$ cat src/verilog/chiplet_types_pkg.sv
// ------------------------------------------------
// link layer flit and request types
// ------------------------------------------------

package chiplet_types_pkg;

    // raw flit from the link layer
    // five bytes, byte 0 sits in bits 7:0
    typedef logic [4:0][7:0] flit_t;

    // marker selector chosen by the link layer
    // DATA_SEL sends the flit through the lane encoders
    // IDLE_SEL sends an all-zero frame
    typedef enum logic [3:0] {
        START_PACKET_SEL,
        END_PACKET_SEL,
        RESEND_PACKET0_SEL,
        RESEND_PACKET1_SEL,
        RESEND_PACKET2_SEL,
        RESEND_PACKET3_SEL,
        ACK_SEL,
        NACK_SEL,
        DATA_SEL,
        IDLE_SEL
    } comma_sel_t;

    // one transmit request, presented for a single cycle
    // start marks a valid request
    typedef struct packed {
        logic       start;
        comma_sel_t comma_sel;
        flit_t      flit;
    } tx_req_t;

endpackage

$ cat src/verilog/phy_types_pkg.sv
// ------------------------------------------------
// 8b/10b symbol and frame types
// ------------------------------------------------

package phy_types_pkg;

    // one code group as abcdei_fghj
    // bit 9 is 'a', the first bit on the wire
    typedef logic [9:0] symbol_t;

    // K28.y commas, always in their negative-disparity form
    // abcdei is 001111 for all of them, fghj picks the marker
    typedef enum logic [9:0] {
        START_COMMA          = 10'b001111_0100,
        END_COMMA            = 10'b001111_1001,
        RESEND_PACKET0_COMMA = 10'b001111_0101,
        RESEND_PACKET1_COMMA = 10'b001111_0011,
        RESEND_PACKET2_COMMA = 10'b001111_0010,
        RESEND_PACKET3_COMMA = 10'b001111_1010,
        ACK_COMMA            = 10'b001111_0110,
        NACK_COMMA           = 10'b001111_1000
    } comma_t;

    // how many flit slots the frame takes, or data
    typedef enum logic [1:0] {
        SELECT_COMMA_1_FLIT,
        SELECT_COMMA_2_FLIT,
        SELECT_COMMA_DATA
    } comma_length_sel_t;

    // one 50-bit frame, seen either as lane symbols or as a control frame
    // data view: lane 0 in bits 9:0, lane 4 in bits 49:40
    // ctrl view: header on top, then metadata, then the fill
    typedef union packed {
        symbol_t [4:0] data;
        struct packed {
            symbol_t     header;
            symbol_t     meta_data;
            logic [29:0] fill;
        } ctrl;
    } flit_enc_t;

    // registered output toward the serializer
    typedef struct packed {
        logic              start_out;
        comma_length_sel_t comma_length_sel;
        flit_enc_t         flit_out;
    } tx_out_t;

endpackage

$ cat src/verilog/enc_8b10b.sv
// ------------------------------------------------
// 8b/10b lane encoder
// ------------------------------------------------

module enc_8b10b
    import phy_types_pkg::*;
(
    input  logic       CLK,
    input  logic       nRST,
    input  logic       advance,
    input  logic [7:0] data_in,
    output symbol_t    data_out
);

    // running disparity, 0 is negative and 1 is positive
    logic       rd_q;
    // disparity between the 6b and the 4b sub-block
    logic       rd_mid;
    logic       rd_next;

    // EDCBA and HGF parts of the byte
    logic [4:0] x5;
    logic [2:0] y3;

    // table codes in their RD- form
    logic [5:0] code6_neg;
    logic [3:0] code4_neg;

    // codes after disparity correction
    logic [5:0] code6;
    logic [3:0] code4;

    logic       unbal6;
    logic       unbal4;
    logic       use_a7;

    assign x5 = data_in[4:0];
    assign y3 = data_in[7:5];

    // 5b/6b table, abcdei as listed for RD-
    always_comb begin : table_5b6b
        case (x5)
            5'd0:  code6_neg = 6'b100111;
            5'd1:  code6_neg = 6'b011101;
            5'd2:  code6_neg = 6'b101101;
            5'd3:  code6_neg = 6'b110001;
            5'd4:  code6_neg = 6'b110101;
            5'd5:  code6_neg = 6'b101001;
            5'd6:  code6_neg = 6'b011001;
            // D.7 is balanced but still alternates
            5'd7:  code6_neg = 6'b111000;
            5'd8:  code6_neg = 6'b111001;
            5'd9:  code6_neg = 6'b100101;
            5'd10: code6_neg = 6'b010101;
            5'd11: code6_neg = 6'b110100;
            5'd12: code6_neg = 6'b001101;
            5'd13: code6_neg = 6'b101100;
            5'd14: code6_neg = 6'b011100;
            5'd15: code6_neg = 6'b010111;
            5'd16: code6_neg = 6'b011011;
            5'd17: code6_neg = 6'b100011;
            5'd18: code6_neg = 6'b010011;
            5'd19: code6_neg = 6'b110010;
            5'd20: code6_neg = 6'b001011;
            5'd21: code6_neg = 6'b101010;
            5'd22: code6_neg = 6'b011010;
            5'd23: code6_neg = 6'b111010;
            5'd24: code6_neg = 6'b110011;
            5'd25: code6_neg = 6'b100110;
            5'd26: code6_neg = 6'b010110;
            5'd27: code6_neg = 6'b110110;
            // D.28 data form, not the K28 comma
            5'd28: code6_neg = 6'b001110;
            5'd29: code6_neg = 6'b101110;
            5'd30: code6_neg = 6'b011110;
            default: code6_neg = 6'b101011;
        endcase
    end

    // unbalanced 6b codes carry four ones in the RD- form
    assign unbal6 = ($countones(code6_neg) != 3);

    // at RD+ the unbalanced codes and D.7 are sent complemented
    assign code6 = (rd_q && (unbal6 || (x5 == 5'd7))) ? ~code6_neg : code6_neg;
    assign rd_mid = rd_q ^ unbal6;

    // alternate D.x.7 where the primary code would leave a run of five
    assign use_a7 = (y3 == 3'd7) &&
                    ((!rd_mid && ((x5 == 5'd17) || (x5 == 5'd18) || (x5 == 5'd20))) ||
                     (rd_mid && ((x5 == 5'd11) || (x5 == 5'd13) || (x5 == 5'd14))));

    // 3b/4b table, fghj as listed for RD-
    always_comb begin : table_3b4b
        case (y3)
            3'd0: code4_neg = 4'b1011;
            3'd1: code4_neg = 4'b1001;
            3'd2: code4_neg = 4'b0101;
            // D.x.3 is balanced but still alternates
            3'd3: code4_neg = 4'b1100;
            3'd4: code4_neg = 4'b1101;
            3'd5: code4_neg = 4'b1010;
            3'd6: code4_neg = 4'b0110;
            default: code4_neg = use_a7 ? 4'b0111 : 4'b1110;
        endcase
    end

    assign unbal4 = ($countones(code4_neg) != 2);

    // sub-block disparity follows the 6b result, not the original
    assign code4 = (rd_mid && (unbal4 || (y3 == 3'd3))) ? ~code4_neg : code4_neg;

    // net flip only when exactly one sub-block is unbalanced
    assign rd_next = rd_mid ^ unbal4;

    assign data_out = {code6, code4};

    // disparity moves only for symbols that are actually sent as data
    always_ff @(posedge CLK, negedge nRST) begin
        if (!nRST) begin
            rd_q <= 1'b0;
        end else if (advance) begin
            rd_q <= rd_next;
        end
    end

endmodule

$ cat src/verilog/wrap_enc_8b_10b.sv
// ------------------------------------------------
// five-lane encoder and frame builder
// ------------------------------------------------

module wrap_enc_8b_10b
    import chiplet_types_pkg::*;
    import phy_types_pkg::*;
(
    input  logic    CLK,
    input  logic    nRST,
    input  tx_req_t req,
    output tx_out_t tx
);

    // per-lane symbols, then collected into the data view
    symbol_t           lane_sym [5];
    flit_enc_t         data_view;
    logic              lane_adv;

    // next frame and length, before the output register
    flit_enc_t         n_flit;
    comma_length_sel_t n_len;

    // header comma for each marker
    function automatic comma_t comma_for(input comma_sel_t sel);
        case (sel)
            START_PACKET_SEL:   return START_COMMA;
            END_PACKET_SEL:     return END_COMMA;
            RESEND_PACKET0_SEL: return RESEND_PACKET0_COMMA;
            RESEND_PACKET1_SEL: return RESEND_PACKET1_COMMA;
            RESEND_PACKET2_SEL: return RESEND_PACKET2_COMMA;
            RESEND_PACKET3_SEL: return RESEND_PACKET3_COMMA;
            ACK_SEL:            return ACK_COMMA;
            default:            return NACK_COMMA;
        endcase
    endfunction

    // lanes only step their disparity on a started data flit
    assign lane_adv = req.start && (req.comma_sel == DATA_SEL);

    for (genvar i = 0; i < 5; i++) begin : g_lane
        enc_8b10b u_enc (
            .CLK      (CLK),
            .nRST     (nRST),
            .advance  (lane_adv),
            .data_in  (req.flit[i]),
            .data_out (lane_sym[i])
        );
    end

    always_comb begin
        for (int i = 0; i < 5; i++) begin
            data_view.data[i] = lane_sym[i];
        end
    end

    // frame selection
    always_comb begin
        n_flit = '0;
        n_len  = SELECT_COMMA_1_FLIT;
        case (req.comma_sel)
            START_PACKET_SEL, END_PACKET_SEL: begin
                n_flit.ctrl.header    = comma_for(req.comma_sel);
                n_flit.ctrl.meta_data = '1;
                n_flit.ctrl.fill      = '1;
                n_len                 = SELECT_COMMA_1_FLIT;
            end
            RESEND_PACKET0_SEL, RESEND_PACKET1_SEL, RESEND_PACKET2_SEL,
            RESEND_PACKET3_SEL, ACK_SEL, NACK_SEL: begin
                n_flit.ctrl.header    = comma_for(req.comma_sel);
                // byte 0 at lane 0's current disparity, lane not advanced
                n_flit.ctrl.meta_data = lane_sym[0];
                n_flit.ctrl.fill      = '1;
                n_len                 = SELECT_COMMA_2_FLIT;
            end
            DATA_SEL: begin
                n_flit = data_view;
                n_len  = SELECT_COMMA_DATA;
            end
            // IDLE_SEL keeps the all-zero frame
            default: begin
            end
        endcase
    end

    // output register toward the serializer
    always_ff @(posedge CLK, negedge nRST) begin
        if (!nRST) begin
            tx.start_out        <= 1'b0;
            tx.flit_out         <= '0;
            tx.comma_length_sel <= SELECT_COMMA_1_FLIT;
        end else begin
            tx.start_out        <= req.start;
            // frame is captured every cycle, start or not
            tx.flit_out         <= n_flit;
            tx.comma_length_sel <= req.start ? n_len : SELECT_COMMA_1_FLIT;
        end
    end

endmodule

$ cat src/verilog/phy_tx_top.sv
// ------------------------------------------------
// chiplet PHY transmit top
// ------------------------------------------------

module phy_tx_top
    import chiplet_types_pkg::*;
    import phy_types_pkg::*;
(
    // link clock and async active-low reset
    input  logic    CLK,
    input  logic    nRST,

    // request from the link layer
    // start, marker selector and the 40-bit flit
    input  tx_req_t req,

    // registered frame for the serializer
    // one cycle after the request
    output tx_out_t tx
);

    // request straight into the encoder wrapper
    tx_req_t req_w;

    // registered frame from the wrapper
    tx_out_t tx_w;

    assign req_w = req;

    // five lanes of 8b/10b plus the control frame builder
    wrap_enc_8b_10b u_wrap (
        .CLK  (CLK),
        .nRST (nRST),
        .req  (req_w),
        .tx   (tx_w)
    );

    // already registered inside the wrapper, no extra stage
    assign tx = tx_w;

endmodule

$ cat config.mk
export PLATFORM = sky130hd
export DESIGN_NAME = phy_tx_top
export DESIGN_NICKNAME = d
export VERILOG_FILES = /design/src/verilog/chiplet_types_pkg.sv /design/src/verilog/phy_types_pkg.sv /design/src/verilog/enc_8b10b.sv /design/src/verilog/wrap_enc_8b_10b.sv /design/src/verilog/phy_tx_top.sv
export SDC_FILE = /design/constraint.sdc
export NUM_CORES = 1
export LEC_CHECK = 0
export ABC_AREA = 1
export BUFFER_PORTS_ARGS = -buffer_cell sky130_fd_sc_hd__buf_4
export CELL_PAD_IN_SITES_DETAIL_PLACEMENT = 1
export CELL_PAD_IN_SITES_GLOBAL_PLACEMENT = 1
export CORE_MARGIN = 2
export CORE_UTILIZATION = 44
export CTS_CLUSTER_SIZE = 40
export DETAILED_ROUTE_END_ITERATION = 8
export GPL_TIMING_DRIVEN = 1
export PLACE_DENSITY = 0.95
export SYNTH_ARGS = -nofsm -noshare
export SYNTH_HDL_FRONTEND = slang
export SYNTH_SLANG_ARGS = --single-unit
$ cat constraint.sdc
create_clock -name CLK -period 5.8 [get_ports CLK]
set_clock_uncertainty 0.1 [all_clocks]
set_input_delay 0.58 -clock CLK [delete_from_list [all_inputs] [get_ports CLK]]
set_output_delay 0.58 -clock CLK [all_outputs]
set_load 0.1 [all_outputs]
==> impl_results.md <==
* Share of cells above drive strength 1 at 24.37%
* Mapped Area at between 6000 and 7000 sq um
* Synth Register Bits at between 50 and 60
* I/O pin count at 100
* Multi-input combinational cell area at 4151 sq um
* Slew Viols, Final at 0
* Type of the worst setup path: in -> reg
* Largest net degree at the start of global routing at 59
* Cell mode on critical path: nand2_1
* Later-pin clock latency in the skew report at 0.34 ns
* Total GRT Usage at 28.86%
* Drt wl/cell at between 15 and 20 microns
* Final hold violations at 0
* CTS sink cnt at 58
* Minimum clock period at 5.646 ns
* Setup crit start: req[24]
* Vias at 6715
* Overall power at 2.615 mW
* H-tree Lvls at 3
* DRC violations left at 0
* CTS Buffer Depth at 2
* Critical Path AT at 5.72 ns
* Area Growth Syn to Fin at 31.09%
* Seq/Total Area, Yosys at around a quarter
* Chip height at 120.9 microns
* Final Setup Violations at 0
* Syn. warnings at 0
* P per Cell Area at 331.5 nW/um^2
* Status: completed
* Setup WS pre-CTS at -0.3860 ns
* Row count at 42
* Slew headroom at 48.01%
* First-pass GRT wire length at 33620 microns
* Antenna cells at 0
* Via/cell ratio at 5.420
* RSZ-0062 raised after global routing: yes
* Die W at 120.9 microns
* Initial DRT Pass Iterations at 4
* Die ar. at 14620 sq um
* Max-Cap Viols at 0
* Crit-path max cell delay at between 0.5 and 0.6 ns
* Mapped Nets at 1026
* Ys async rst share at 100.0%
* CP delay by family, top: adder cells
* Worst-path clk slew at 0.06 ns
* FF/Latch Area at 1451 sq um
* CP max FO at 6
* Vias in the first global route at 7109
* CTS tree: done
* Initial Util at 45.25%
* Worst r2r src: u_wrap.g_lane[1].u_enc.rd_q$_DFFE_PN0P_
* CTS root buffer: clkbuf_16
* Global route overflow at 0
* Port Buffers at 99
* Worst path buffer plus inverter count at 6
* Setup slack after layout at 0.1537 ns
* Setup_tns at 0 ns
* Detail Placement HPWL at 15750 microns
* ANT nets after route at 0
* Mean Syn Cell Area at 6.669 sq um
* LEAKAGE at 4.136 nW
* CTS Buf Count at 9
* Period utilisation layout at 97.35%
* Maximum vdd ir drop at 0.0001842 V
* 1st-iter DRT viols at 433
* CP Capture Type: flop
* Startpoint Class: primary input
* Crit-path slowest cell: fa_1
* Final #Nets at 1182
* Hold Path Class: in -> async
* Routability Congestion at 0.9059
* Distinct cells, synth at 40
* Post-Route WL at around 21000 microns
* Actual slew at the worst max-slew pin at 0.7799 ns
* CTS Hold Bufs at 0
* CP required at 5.88 ns
* Mapped Cells at 902
* Fmax at 0.1771 GHz
* Primary FF master, synth: dfrtp_1
* EDFF count, synth at 0
* Initial antenna violation count at 0
* Fillcell total at 1792
* Core area at around 13000 sq um
[area by class of cell]
type                       count  area share (%)
sequential                    58           18.40
multi-input combinational    687           52.64
clock buffer                  12           3.125
tap                          176           2.792
inverter                     140           6.663
clock inverter                 4          0.9519
timing repair buffer         162           15.42
[kinds of logic after synthesis]
kind of cell,share of synthesized area [%]
AND/OR/NAND/NOR,31.30
XOR/XNOR,1.601
flip-flops,24.13
adder cells (fa/ha/maj),18.51
buffers and inverters,10.34
AO/OA/AOI/OAI,14.12
[repair_timing]
item | 4_1_cts | 5_1_grt
endpoints found under the hold margin | 0 | 0
buffers inserted | 0 | 6
setup endpoints to repair | 7 | 21
gates resized for setup | 7 | 66
pin swaps | 0 | 23
[flip-flops by register name, indices dropped and copies added, names as in the netlist]
name and cells:
u_wrap.tx 53, u_wrap.g_lane.u_enc.rd_q 5
[stage by stage]
step / instance area [sq um] / utilization (%) / cells / hold WS [ns]
5_1_grt: 7886 / 59.32 / 1239 / 0.2434
6_report: 7886 / 59.32 / 1239 / 0.2225
3_3_place_gp: 7311 / 54.99 / 1217 / 0.4164
3_5_place_dp: 7311 / 54.99 / 1217 / 0.4320
2_1_floorplan: 6016 / - / 902 / 0.1844
4_1_cts: 7655 / 57.58 / 1233 / 0.2402
[layer usage]
layer  track usage [%]  part of all wire (%)
met1             32.12                    39
met2             54.56                    53
met3             4.981                   4.7
met4             10.32                   2.7
met5                 0                     0
[Yosys cell counts (6+ instances only)]
cell,n,area [sq um]
dfrtp_1,58,1451
a21oi_1,31,155.2
inv_2,13,48.80
fa_1,20,400.4
nand2_1,265,994.7
ha_1,57,713.2
nand3_1,83,415.4
nand4_1,7,43.79
o21ai_1,20,100.1
xnor2_1,7,61.31
o21ai_0,60,300.3
clkbuf_1,6,22.52
o211ai_1,14,105.1
nor2_1,73,274.0
inv_1,127,476.7
[layout by cell type (no fill, tap or decap), types with 9 or more instances in the layout]
cell type	netlist	routed
a21oi_1	31	29
buf_4	3	162
clkbuf_16	0	9
dfrtp_1	58	58
fa_1	20	17
ha_1	57	50
inv_1	127	119
inv_2	13	21
nand2_1	265	246
nand2_2	2	21
nand3_1	83	81
nor2_1	73	67
nor2_2	5	10
o211ai_1	14	14
o21ai_0	60	50
o21ai_1	20	28
[power by group]
group          internal (mW)  switching [mW]  leakage, nW  total [mW]
sequential             0.467          0.0341        0.701       0.501
clock                  0.388           0.196        0.149       0.584
combinational          0.483            1.05         3.29        1.53
[worst paths after layout]
check	cells past startpoint	slack, ns	endpoint
setup / recovery	34	0.15	u_wrap.tx[31]$_DFF_PN0_
hold / removal	1	0.22	u_wrap.tx[31]$_DFF_PN0_
setup reg to reg	21	2.52	u_wrap.tx[11]$_DFF_PN0_
hold reg to reg	2	0.44	u_wrap.g_lane[0].u_enc.rd_q$_DFFE_PN0P_
max in group asynchronous	1	4.87	u_wrap.tx[16]$_DFF_PN0_
min in group CLK	1	0.25	u_wrap.tx[52]$_DFF_PN0_
No activity file was read; power rests on OpenSTA's default activity.
